<file path="src/verilog/ex_pkg.sv">
package ex_pkg;

    localparam logic [13:0] CSR_LLBCTL = 14'h060;

    // ~~~~~~~~~~~~~~~~~~~~~~~~~~~~~~
    // Execute opcodes
    // ~~~~~~~~~~~~~~~~~~~~~~~~~~~~~~
    typedef enum logic [7:0] {
        ALU_NOP    = 8'h00,
        ALU_OR     = 8'h01,
        ALU_NOR    = 8'h02,
        ALU_AND    = 8'h03,
        ALU_XOR    = 8'h04,
        ALU_SLLW   = 8'h10,
        ALU_SRLW   = 8'h11,
        ALU_SRAW   = 8'h12,
        ALU_ADDW   = 8'h20,
        ALU_SUBW   = 8'h21,
        ALU_SLT    = 8'h22,
        ALU_SLTU   = 8'h23,
        ALU_MULW   = 8'h24,
        ALU_MULHW  = 8'h25,
        ALU_MULHWU = 8'h26,
        ALU_LDB    = 8'h40,
        ALU_LDBU   = 8'h41,
        ALU_LDH    = 8'h42,
        ALU_LDHU   = 8'h43,
        ALU_LDW    = 8'h44,
        ALU_LLW    = 8'h45,
        ALU_STB    = 8'h50,
        ALU_STH    = 8'h51,
        ALU_STW    = 8'h52,
        ALU_SCW    = 8'h53
    } aluop_e;

    // ~~~~~~~~~~~~~~~~~~~~~~~~~~~~~~
    // Instruction word formats
    // ~~~~~~~~~~~~~~~~~~~~~~~~~~~~~~
    typedef struct packed {
        logic [9:0]  opcode;
        logic [11:0] si12;
        logic [4:0]  rj;
        logic [4:0]  rd;
    } fmt_2ri12_t;

    typedef struct packed {
        logic [7:0]  opcode;
        logic [13:0] si14;                  // Word offset for LL/SC
        logic [4:0]  rj;
        logic [4:0]  rd;
    } fmt_2ri14_t;

    typedef union packed {
        fmt_2ri12_t fmt_2ri12;
        fmt_2ri14_t fmt_2ri14;
    } inst_t;

    // ~~~~~~~~~~~~~~~~~~~~~~~~~~~~~~
    // Pipeline bundles
    // ~~~~~~~~~~~~~~~~~~~~~~~~~~~~~~
    typedef struct packed {
        logic [31:0] pc;
        inst_t       inst;
        logic        inst_valid;
        aluop_e      aluop;
        logic [31:0] reg1;
        logic [31:0] reg2;
        logic        reg_write_en;
        logic [4:0]  reg_write_addr;
        logic        in_exception;          // Raised by an earlier stage
    } dispatch_ex_t;

    typedef struct packed {
        logic        write_en;
        logic [13:0] addr;
        logic [31:0] data;
    } csr_fwd_t;

    typedef struct packed {
        logic        valid;
        logic        op;                    // 1 = write
        logic [31:0] addr;
        logic [31:0] wdata;
        logic [3:0]  wstrb;
    } dcache_req_t;

    typedef struct packed {
        logic [31:0] mem_addr;
        logic        is_ale;
        logic [7:0]  ld_en;
        logic [7:0]  st_en;
    } mem_info_t;

    typedef struct packed {
        logic [31:0] pc;
        logic        inst_valid;
        aluop_e      aluop;
        logic        reg_write_en;
        logic [4:0]  reg_write_addr;
        logic [31:0] reg_write_data;
        logic [31:0] mem_addr;
        logic        is_exception;
        logic        is_ale;
        logic [7:0]  ld_en;
        logic [7:0]  st_en;
        logic        csr_write_en;
        logic [13:0] csr_addr;
        logic [31:0] csr_write_data;
        logic        is_llw_scw;
    } ex_mem_t;

endpackage
</file>
<file path="src/verilog/ex_stage.sv">
`timescale 1ns/1ps

module ex_stage
    import ex_pkg::*;
(
    input  logic         clk,
    input  logic         rst,
    input  dispatch_ex_t dispatch_ex,
    input  logic         llbit,
    input  csr_fwd_t     mem_fwd,
    input  csr_fwd_t     wb_fwd,
    input  logic         dcache_addr_ok,
    output dcache_req_t  dcache_req,
    output logic         pause,
    output ex_mem_t      ex_mem
);

    logic [31:0] alu_result;
    mem_info_t   mem_info;
    logic        sc_success;
    csr_fwd_t    ll_csr_write;

    llbit_unit u_llbit_unit (
        .aluop         (dispatch_ex.aluop),
        .llbit         (llbit),
        .mem_fwd       (mem_fwd),
        .wb_fwd        (wb_fwd),
        .llbit_current (),                  // Only needed inside the unit
        .sc_success    (sc_success),
        .ll_csr_write  (ll_csr_write)
    );

    alu u_alu (
        .dispatch_ex (dispatch_ex),
        .alu_result  (alu_result)
    );

    mem_access_unit u_mem_access_unit (
        .dispatch_ex    (dispatch_ex),
        .sc_success     (sc_success),
        .dcache_addr_ok (dcache_addr_ok),
        .dcache_req     (dcache_req),
        .mem_info       (mem_info),
        .pause          (pause)
    );

    ex_result_latch u_ex_result_latch (
        .clk          (clk),
        .rst          (rst),
        .dispatch_ex  (dispatch_ex),
        .alu_result   (alu_result),
        .mem_info     (mem_info),
        .ll_csr_write (ll_csr_write),
        .sc_success   (sc_success),
        .pause        (pause),
        .ex_mem       (ex_mem)
    );

endmodule

</file>
<file path="src/verilog/ex_result_latch.sv">
`timescale 1ns/1ps

module ex_result_latch
    import ex_pkg::*;
(
    input  logic         clk,
    input  logic         rst,
    input  dispatch_ex_t dispatch_ex,
    input  logic [31:0]  alu_result,
    input  mem_info_t    mem_info,
    input  csr_fwd_t     ll_csr_write,
    input  logic         sc_success,
    input  logic         pause,
    output ex_mem_t      ex_mem
);

    ex_mem_t ex_next;

    always_comb begin
        ex_next.pc             = dispatch_ex.pc;
        ex_next.inst_valid     = dispatch_ex.inst_valid;
        ex_next.aluop          = dispatch_ex.aluop;
        ex_next.reg_write_en   = dispatch_ex.reg_write_en;
        ex_next.reg_write_addr = dispatch_ex.reg_write_addr;

        // The ALU already gives 0 for loads and stores
        if (dispatch_ex.aluop == ALU_SCW) begin
            ex_next.reg_write_data = {31'b0, sc_success};
        end else begin
            ex_next.reg_write_data = alu_result;
        end

        ex_next.mem_addr       = mem_info.mem_addr;
        ex_next.is_ale         = mem_info.is_ale;
        ex_next.is_exception   = dispatch_ex.in_exception || mem_info.is_ale;
        ex_next.ld_en          = mem_info.ld_en;
        ex_next.st_en          = mem_info.st_en;
        ex_next.csr_write_en   = ll_csr_write.write_en;
        ex_next.csr_addr       = ll_csr_write.addr;
        ex_next.csr_write_data = ll_csr_write.data;
        ex_next.is_llw_scw     = (dispatch_ex.aluop == ALU_LLW) ||
                                 (dispatch_ex.aluop == ALU_SCW);
    end

    // ~~~~~~~~~~~~~~~~~~~~~~~~~~~~~~
    // EX/MEM register
    // ~~~~~~~~~~~~~~~~~~~~~~~~~~~~~~
    always_ff @(posedge clk) begin
        ex_mem <= ex_next;
        if (rst || pause) begin
            ex_mem.inst_valid   <= 1'b0;    // Bubble
            ex_mem.reg_write_en <= 1'b0;
            ex_mem.csr_write_en <= 1'b0;
        end
    end

endmodule

</file>
<file path="src/verilog/llbit_unit.sv">
`timescale 1ns/1ps

module llbit_unit
    import ex_pkg::*;
(
    input  aluop_e   aluop,
    input  logic     llbit,
    input  csr_fwd_t mem_fwd,
    input  csr_fwd_t wb_fwd,
    output logic     llbit_current,
    output logic     sc_success,
    output csr_fwd_t ll_csr_write
);

    logic mem_hit;
    logic wb_hit;

    assign mem_hit = mem_fwd.write_en && (mem_fwd.addr == CSR_LLBCTL);
    assign wb_hit  = wb_fwd.write_en && (wb_fwd.addr == CSR_LLBCTL);

    // Youngest writer wins
    always_comb begin
        if (mem_hit) begin
            llbit_current = mem_fwd.data[0];
        end else if (wb_hit) begin
            llbit_current = wb_fwd.data[0];
        end else begin
            llbit_current = llbit;
        end
    end

    assign sc_success = (aluop == ALU_SCW) && llbit_current;

    // LL.W sets the bit, a successful SC.W clears it
    assign ll_csr_write.write_en = (aluop == ALU_LLW) || sc_success;
    assign ll_csr_write.addr     = CSR_LLBCTL;
    assign ll_csr_write.data     = {31'b0, aluop == ALU_LLW};

endmodule

</file>
<file path="src/verilog/mem_access_unit.sv">
`timescale 1ns/1ps

module mem_access_unit
    import ex_pkg::*;
(
    input  dispatch_ex_t dispatch_ex,
    input  logic         sc_success,
    input  logic         dcache_addr_ok,
    output dcache_req_t  dcache_req,
    output mem_info_t    mem_info,
    output logic         pause
);

    logic [11:0] si12;
    logic [13:0] si14;
    logic [31:0] store_offset;
    logic [31:0] sc_offset;
    logic [31:0] mem_addr;

    logic        is_mem;
    logic        is_ale;
    logic        sc_fail;

    assign si12 = dispatch_ex.inst.fmt_2ri12.si12;
    assign si14 = dispatch_ex.inst.fmt_2ri14.si14;

    assign store_offset = {{20{si12[11]}}, si12};
    assign sc_offset    = {{16{si14[13]}}, si14, 2'b00};

    // ~~~~~~~~~~~~~~~~~~~~~~~~~~~~~~
    // Address generation
    // ~~~~~~~~~~~~~~~~~~~~~~~~~~~~~~
    always_comb begin
        case (dispatch_ex.aluop)
            ALU_LDB, ALU_LDBU, ALU_LDH, ALU_LDHU, ALU_LDW, ALU_LLW: begin
                mem_addr = dispatch_ex.reg1 + dispatch_ex.reg2;
            end
            ALU_STB, ALU_STH, ALU_STW: begin
                mem_addr = dispatch_ex.reg1 + store_offset;
            end
            ALU_SCW: begin
                mem_addr = dispatch_ex.reg1 + sc_offset;
            end
            default: begin
                mem_addr = 32'b0;
            end
        endcase
    end

    // ~~~~~~~~~~~~~~~~~~~~~~~~~~~~~~
    // Alignment and store lanes
    // ~~~~~~~~~~~~~~~~~~~~~~~~~~~~~~
    always_comb begin
        is_mem           = 1'b1;
        is_ale           = 1'b0;
        dcache_req.op    = 1'b0;
        dcache_req.wdata = dispatch_ex.reg2;
        dcache_req.wstrb = 4'b1111;
        case (dispatch_ex.aluop)
            ALU_LDB, ALU_LDBU: begin
                is_ale = 1'b0;                                  // Any byte address
            end
            ALU_LDH, ALU_LDHU: begin
                is_ale = mem_addr[0];
            end
            ALU_LDW, ALU_LLW: begin
                is_ale = |mem_addr[1:0];
            end
            ALU_STB: begin
                dcache_req.op    = 1'b1;
                dcache_req.wdata = {4{dispatch_ex.reg2[7:0]}};
                dcache_req.wstrb = 4'b0001 << mem_addr[1:0];
            end
            ALU_STH: begin
                is_ale           = mem_addr[0];
                dcache_req.op    = 1'b1;
                dcache_req.wdata = {2{dispatch_ex.reg2[15:0]}};
                dcache_req.wstrb = mem_addr[1] ? 4'b1100 : 4'b0011;
            end
            ALU_STW, ALU_SCW: begin
                is_ale        = |mem_addr[1:0];
                dcache_req.op = 1'b1;
            end
            default: begin
                is_mem           = 1'b0;
                dcache_req.wdata = 32'b0;
            end
        endcase
    end

    assign sc_fail = (dispatch_ex.aluop == ALU_SCW) && !sc_success;

    assign dcache_req.valid = is_mem && !is_ale && !dispatch_ex.in_exception && !sc_fail;
    assign dcache_req.addr  = mem_addr;

    assign pause = dcache_req.valid && !dcache_addr_ok;    // Waiting on the cache

    assign mem_info.mem_addr = mem_addr;
    assign mem_info.is_ale   = is_ale;
    assign mem_info.ld_en    = {2'b0,
                                dispatch_ex.aluop == ALU_LLW,
                                dispatch_ex.aluop == ALU_LDW,
                                dispatch_ex.aluop == ALU_LDHU,
                                dispatch_ex.aluop == ALU_LDH,
                                dispatch_ex.aluop == ALU_LDBU,
                                dispatch_ex.aluop == ALU_LDB};
    assign mem_info.st_en    = {4'b0,
                                (dispatch_ex.aluop == ALU_SCW) && sc_success,
                                dispatch_ex.aluop == ALU_STW,
                                dispatch_ex.aluop == ALU_STH,
                                dispatch_ex.aluop == ALU_STB};

endmodule

</file>
<file path="src/verilog/alu.sv">
`timescale 1ns/1ps

module alu
    import ex_pkg::*;
(
    input  dispatch_ex_t dispatch_ex,
    output logic [31:0]  alu_result
);

    logic [31:0] reg1;
    logic [31:0] reg2;
    logic [4:0]  shamt;

    logic [31:0] logic_res;
    logic [31:0] shift_res;

    logic        sub_en;
    logic [31:0] adder_b;
    logic [31:0] sum;
    logic        lt_signed;
    logic        lt_unsigned;

    logic        mul_signed;
    logic [32:0] mul_a;
    logic [32:0] mul_b;
    logic [65:0] product;

    assign reg1  = dispatch_ex.reg1;
    assign reg2  = dispatch_ex.reg2;
    assign shamt = reg2[4:0];

    // ~~~~~~~~~~~~~~~~~~~~~~~~~~~~~~
    // Logic and shift
    // ~~~~~~~~~~~~~~~~~~~~~~~~~~~~~~
    always_comb begin
        case (dispatch_ex.aluop)
            ALU_OR:  logic_res = reg1 | reg2;
            ALU_NOR: logic_res = ~(reg1 | reg2);
            ALU_AND: logic_res = reg1 & reg2;
            default: logic_res = reg1 ^ reg2;
        endcase
    end

    always_comb begin
        case (dispatch_ex.aluop)
            ALU_SLLW: shift_res = reg1 << shamt;
            ALU_SRLW: shift_res = reg1 >> shamt;
            default:  shift_res = $unsigned($signed(reg1) >>> shamt);   // Sign fill
        endcase
    end

    // ~~~~~~~~~~~~~~~~~~~~~~~~~~~~~~
    // Adder and compare
    // ~~~~~~~~~~~~~~~~~~~~~~~~~~~~~~
    assign sub_en  = (dispatch_ex.aluop == ALU_SUBW) || (dispatch_ex.aluop == ALU_SLT);
    assign adder_b = sub_en ? ~reg2 : reg2;
    assign sum     = reg1 + adder_b + {31'b0, sub_en};

    // Sign of the difference decides when the operand signs agree
    assign lt_signed   = (reg1[31] & ~reg2[31]) | (~(reg1[31] ^ reg2[31]) & sum[31]);
    assign lt_unsigned = reg1 < reg2;

    // One 33x33 multiplier covers both signed and unsigned forms
    assign mul_signed = dispatch_ex.aluop != ALU_MULHWU;
    assign mul_a      = {mul_signed & reg1[31], reg1};
    assign mul_b      = {mul_signed & reg2[31], reg2};
    assign product    = $signed(mul_a) * $signed(mul_b);

    always_comb begin
        case (dispatch_ex.aluop)
            ALU_OR, ALU_NOR, ALU_AND, ALU_XOR: alu_result = logic_res;
            ALU_SLLW, ALU_SRLW, ALU_SRAW:      alu_result = shift_res;
            ALU_ADDW, ALU_SUBW:                alu_result = sum;
            ALU_SLT:                           alu_result = {31'b0, lt_signed};
            ALU_SLTU:                          alu_result = {31'b0, lt_unsigned};
            ALU_MULW:                          alu_result = product[31:0];
            ALU_MULHW, ALU_MULHWU:             alu_result = product[63:32];
            default:                           alu_result = 32'b0;
        endcase
    end

endmodule

</file>
<file path="config.mk">
export PLATFORM = sky130hd
export DESIGN_NAME = ex_stage
export DESIGN_NICKNAME = d
export VERILOG_FILES = /design/src/verilog/ex_pkg.sv /design/src/verilog/ex_stage.sv /design/src/verilog/ex_result_latch.sv /design/src/verilog/llbit_unit.sv /design/src/verilog/mem_access_unit.sv /design/src/verilog/alu.sv
export SDC_FILE = /design/constraint.sdc
export NUM_CORES = 2
export LEC_CHECK = 0
export CORE_MARGIN = 2
export CORE_UTILIZATION = 65
export CTS_CLUSTER_SIZE = 16
export DETAILED_ROUTE_END_ITERATION = 16
export DONT_BUFFER_PORTS = 1
export PLACE_DENSITY = 0.84
export SLEW_MARGIN = 25
export SYNTH_ARGS = -nofsm -noshare
export SYNTH_HDL_FRONTEND = slang
export SYNTH_SLANG_ARGS = --single-unit
</file>
<file path="constraint.sdc">
create_clock -name clk -period 13.6 [get_ports clk]
set_input_delay 2.04 -clock clk [delete_from_list [all_inputs] [get_ports clk]]
set_output_delay 2.04 -clock clk [all_outputs]
set_load 0.03 [all_outputs]
</file>
==> flow_summary.yaml <==
run_status:
  status: "finished, final reports clean"
final_layout:
  largest_register: "u_ex_result_latch.ex_mem"
  drive_above_1_share_pct: 3.59
  mostFrequentLayoutCells: "inv_1 (1,256), fa_1 (1,128), nand2_1 (879)"
  largest_reg_flops: 125
  final_area_sq_um: 53800
  final_common_cell: "inv_1"
  area_growth_pct: 1.20
  fin_nets: 7695
  reg_top3: "u_ex_result_latch.ex_mem x125"
grt:
  grt_max_degree: 106
  antenna_found_initial: 20
  overflow: 0
  grtUsageTotal_pct: 50.7
  grt_pass1_wl_mm: 313
  grt_pass1_vias: 48700
synthesis:
  synth_area_leaders: "fa_1 (42%), ha_1 (9.4%), inv_1 (8.9%)"
  synth_edf_count: 0
  synth_top_cell_area_share_pct: 42.5
  ys.flop_type: "dfxtp_1"
  yosysSeqAreaShare_pct: 4.71
  synth_area_per_cell_sq_um: 8.52
  synthArstFlopShare_pct: 0
  yosysTopAreaCell: "fa_1"
  yosysWarnings: 0
  syn_area_sq_um: 53200
  synth_cells: 6243
  synth-seq-cells: 125
  yosysUniqueCellTypes: 87
floorplanning:
  rows: 104
  core_area_sq_um: 80800
  initial_core_util_pct: 65.8
  die_area_sq_um: 84100
  die-width_um: 290
  io_pins: 490
  die_h_um: 290
timing:
  slew_headroom_pct: 18.3
  hold_ws_ps: 1600
  min_period_ps: 12220
  finalSetupTns_ps: 0
  worstMarginPinSlew_ps: 1230
  finalCritPeriodShare_pct: 89.8
  hold_violations: 0
  max_freq_mhz: 81.8
  setup_slack_ps: 1380
  rsz0062_at_grt: "false"
  maxSlewViolCount: 0
  setup_violations: 0
setup_path:
  cpPeakStageDelay_ps: 1020
  end_kind: "flip-flop"
  cp_slowest_cell: "fa_1"
  cp_data_arrival_time_ps: 12540
  worstPathMaxFanout: 14
  cp-start-kind: "input port"
  cp-startpoint: "dispatch_ex[75]"
  required_ps: 13920
  critPathKind: "in2reg"
  crit_top_cell: "fa_1"
routing:
  ant_nets: 0
  met1_length_mm: 72.7
  drcViolationCount: 0
  routed_via_density: 6.64
  finalWirelength_mm: 211
  vias: 46500
  route.met3.wl_mm: 32.3
  dr.pass1.iters: 10
  initialDrtViolationCount: 6022
  wl_met2_mm: 87.8
  topRoutingLayerUsed: "met5"
  routedWlPerCell_um: 30.1
clock_tree:
  ctsRootBufferMaster: "clkbuf_16"
  cts.clk_slew.worst_paths_ps: 70
  post-cts-setup-buffers: 0
  numCtsBuffers: 17
  postCtsHoldBufs: 0
  cts_tree: "built"
  clock_tree.buffer_depth: 2
  post_cts_resized: 0
  cts.htree.levels: 4
  clock-sinks: 125
worst_hold_path:
  min_path_type: "in2reg"
  hold_start: "dispatch_ex[139]"
placed_design:
  portBuffers: 0
  dp_hpwl_mm: 158
  place_area_sq_um: 53200
  place_ws_ps: 1330
  finalWeightedCongestion: 1.09
flow_run:
  maxCapViolCount: 0
metal layers:
metal  global-route usage, %  up-vias
met4                    32.7       28
met2                    74.0     3772
met3                    19.1     1040
met5                   0.737        -
li1                        -    18600
met1                    63.5    23100
synthesized netlist by cell type, types with 40 or more instances:
master	n
clkbuf_1	258
a21oi_1	225
a21o_1	89
dfxtp_1	125
mux2i_1	44
o21ai_0	162
inv_1	1257
xor2_1	64
nand3_1	40
xnor2_1	113
ha_1	399
buf_4	88
fa_1	1128
buf_1	86
mux4_2	55
nand2_1	879
nor3_1	58
nor2_1	542
stage by stage:
step                util (%)  std cells
floorplan                  -       6292
global placement        65.8       6966
detailed placement      65.8       6967
CTS                     66.5       6999
global route            66.6       6999
finish                  66.6       7003
logic make-up after synthesis:
group,Yosys count,synth area share [%]
flip-flops,125,4.71
AND/OR/NAND/NOR,1677,13.0
multiplexers,120,3.60
buffers and inverters,1728,12.8
other,2,0.0141
adder cells (fa/ha/maj),1527,51.9
XOR/XNOR,177,2.92
AO/OA/AOI/OAI,887,11.1
final cells by class:
cell class | count | area [sq um]
inverters | 1286 | 4830
flip-flops and latches | 125 | 2500
well taps | 1060 | 1330
diodes | 4 | 10.0
clock inverters | 13 | 140
multi-input cells | 4439 | 44100
repair buffers | 57 | 428
clock buffers | 19 | 443
fillers | 6470 | 27000
final timing paths:
kind | end | slack [ps] | cells past startpoint
max | u_ex_result_latch.ex_mem[125]$_SDFF_PN0_ | 1380 | 28
min | u_ex_result_latch.ex_mem[172]$_DFF_P_ | 1600 | 0
critical path: cells and delay by family:
kind	cells	cell delay, ps
simple gates	6	2280
xor+xnor	1	240
fa+ha+maj	9	5090
buf+inv	7	970
compound gates	5	1880
Power is not shown: default switching activity piles up to over one toggle a cycle in this logic, so the estimate is an artifact.
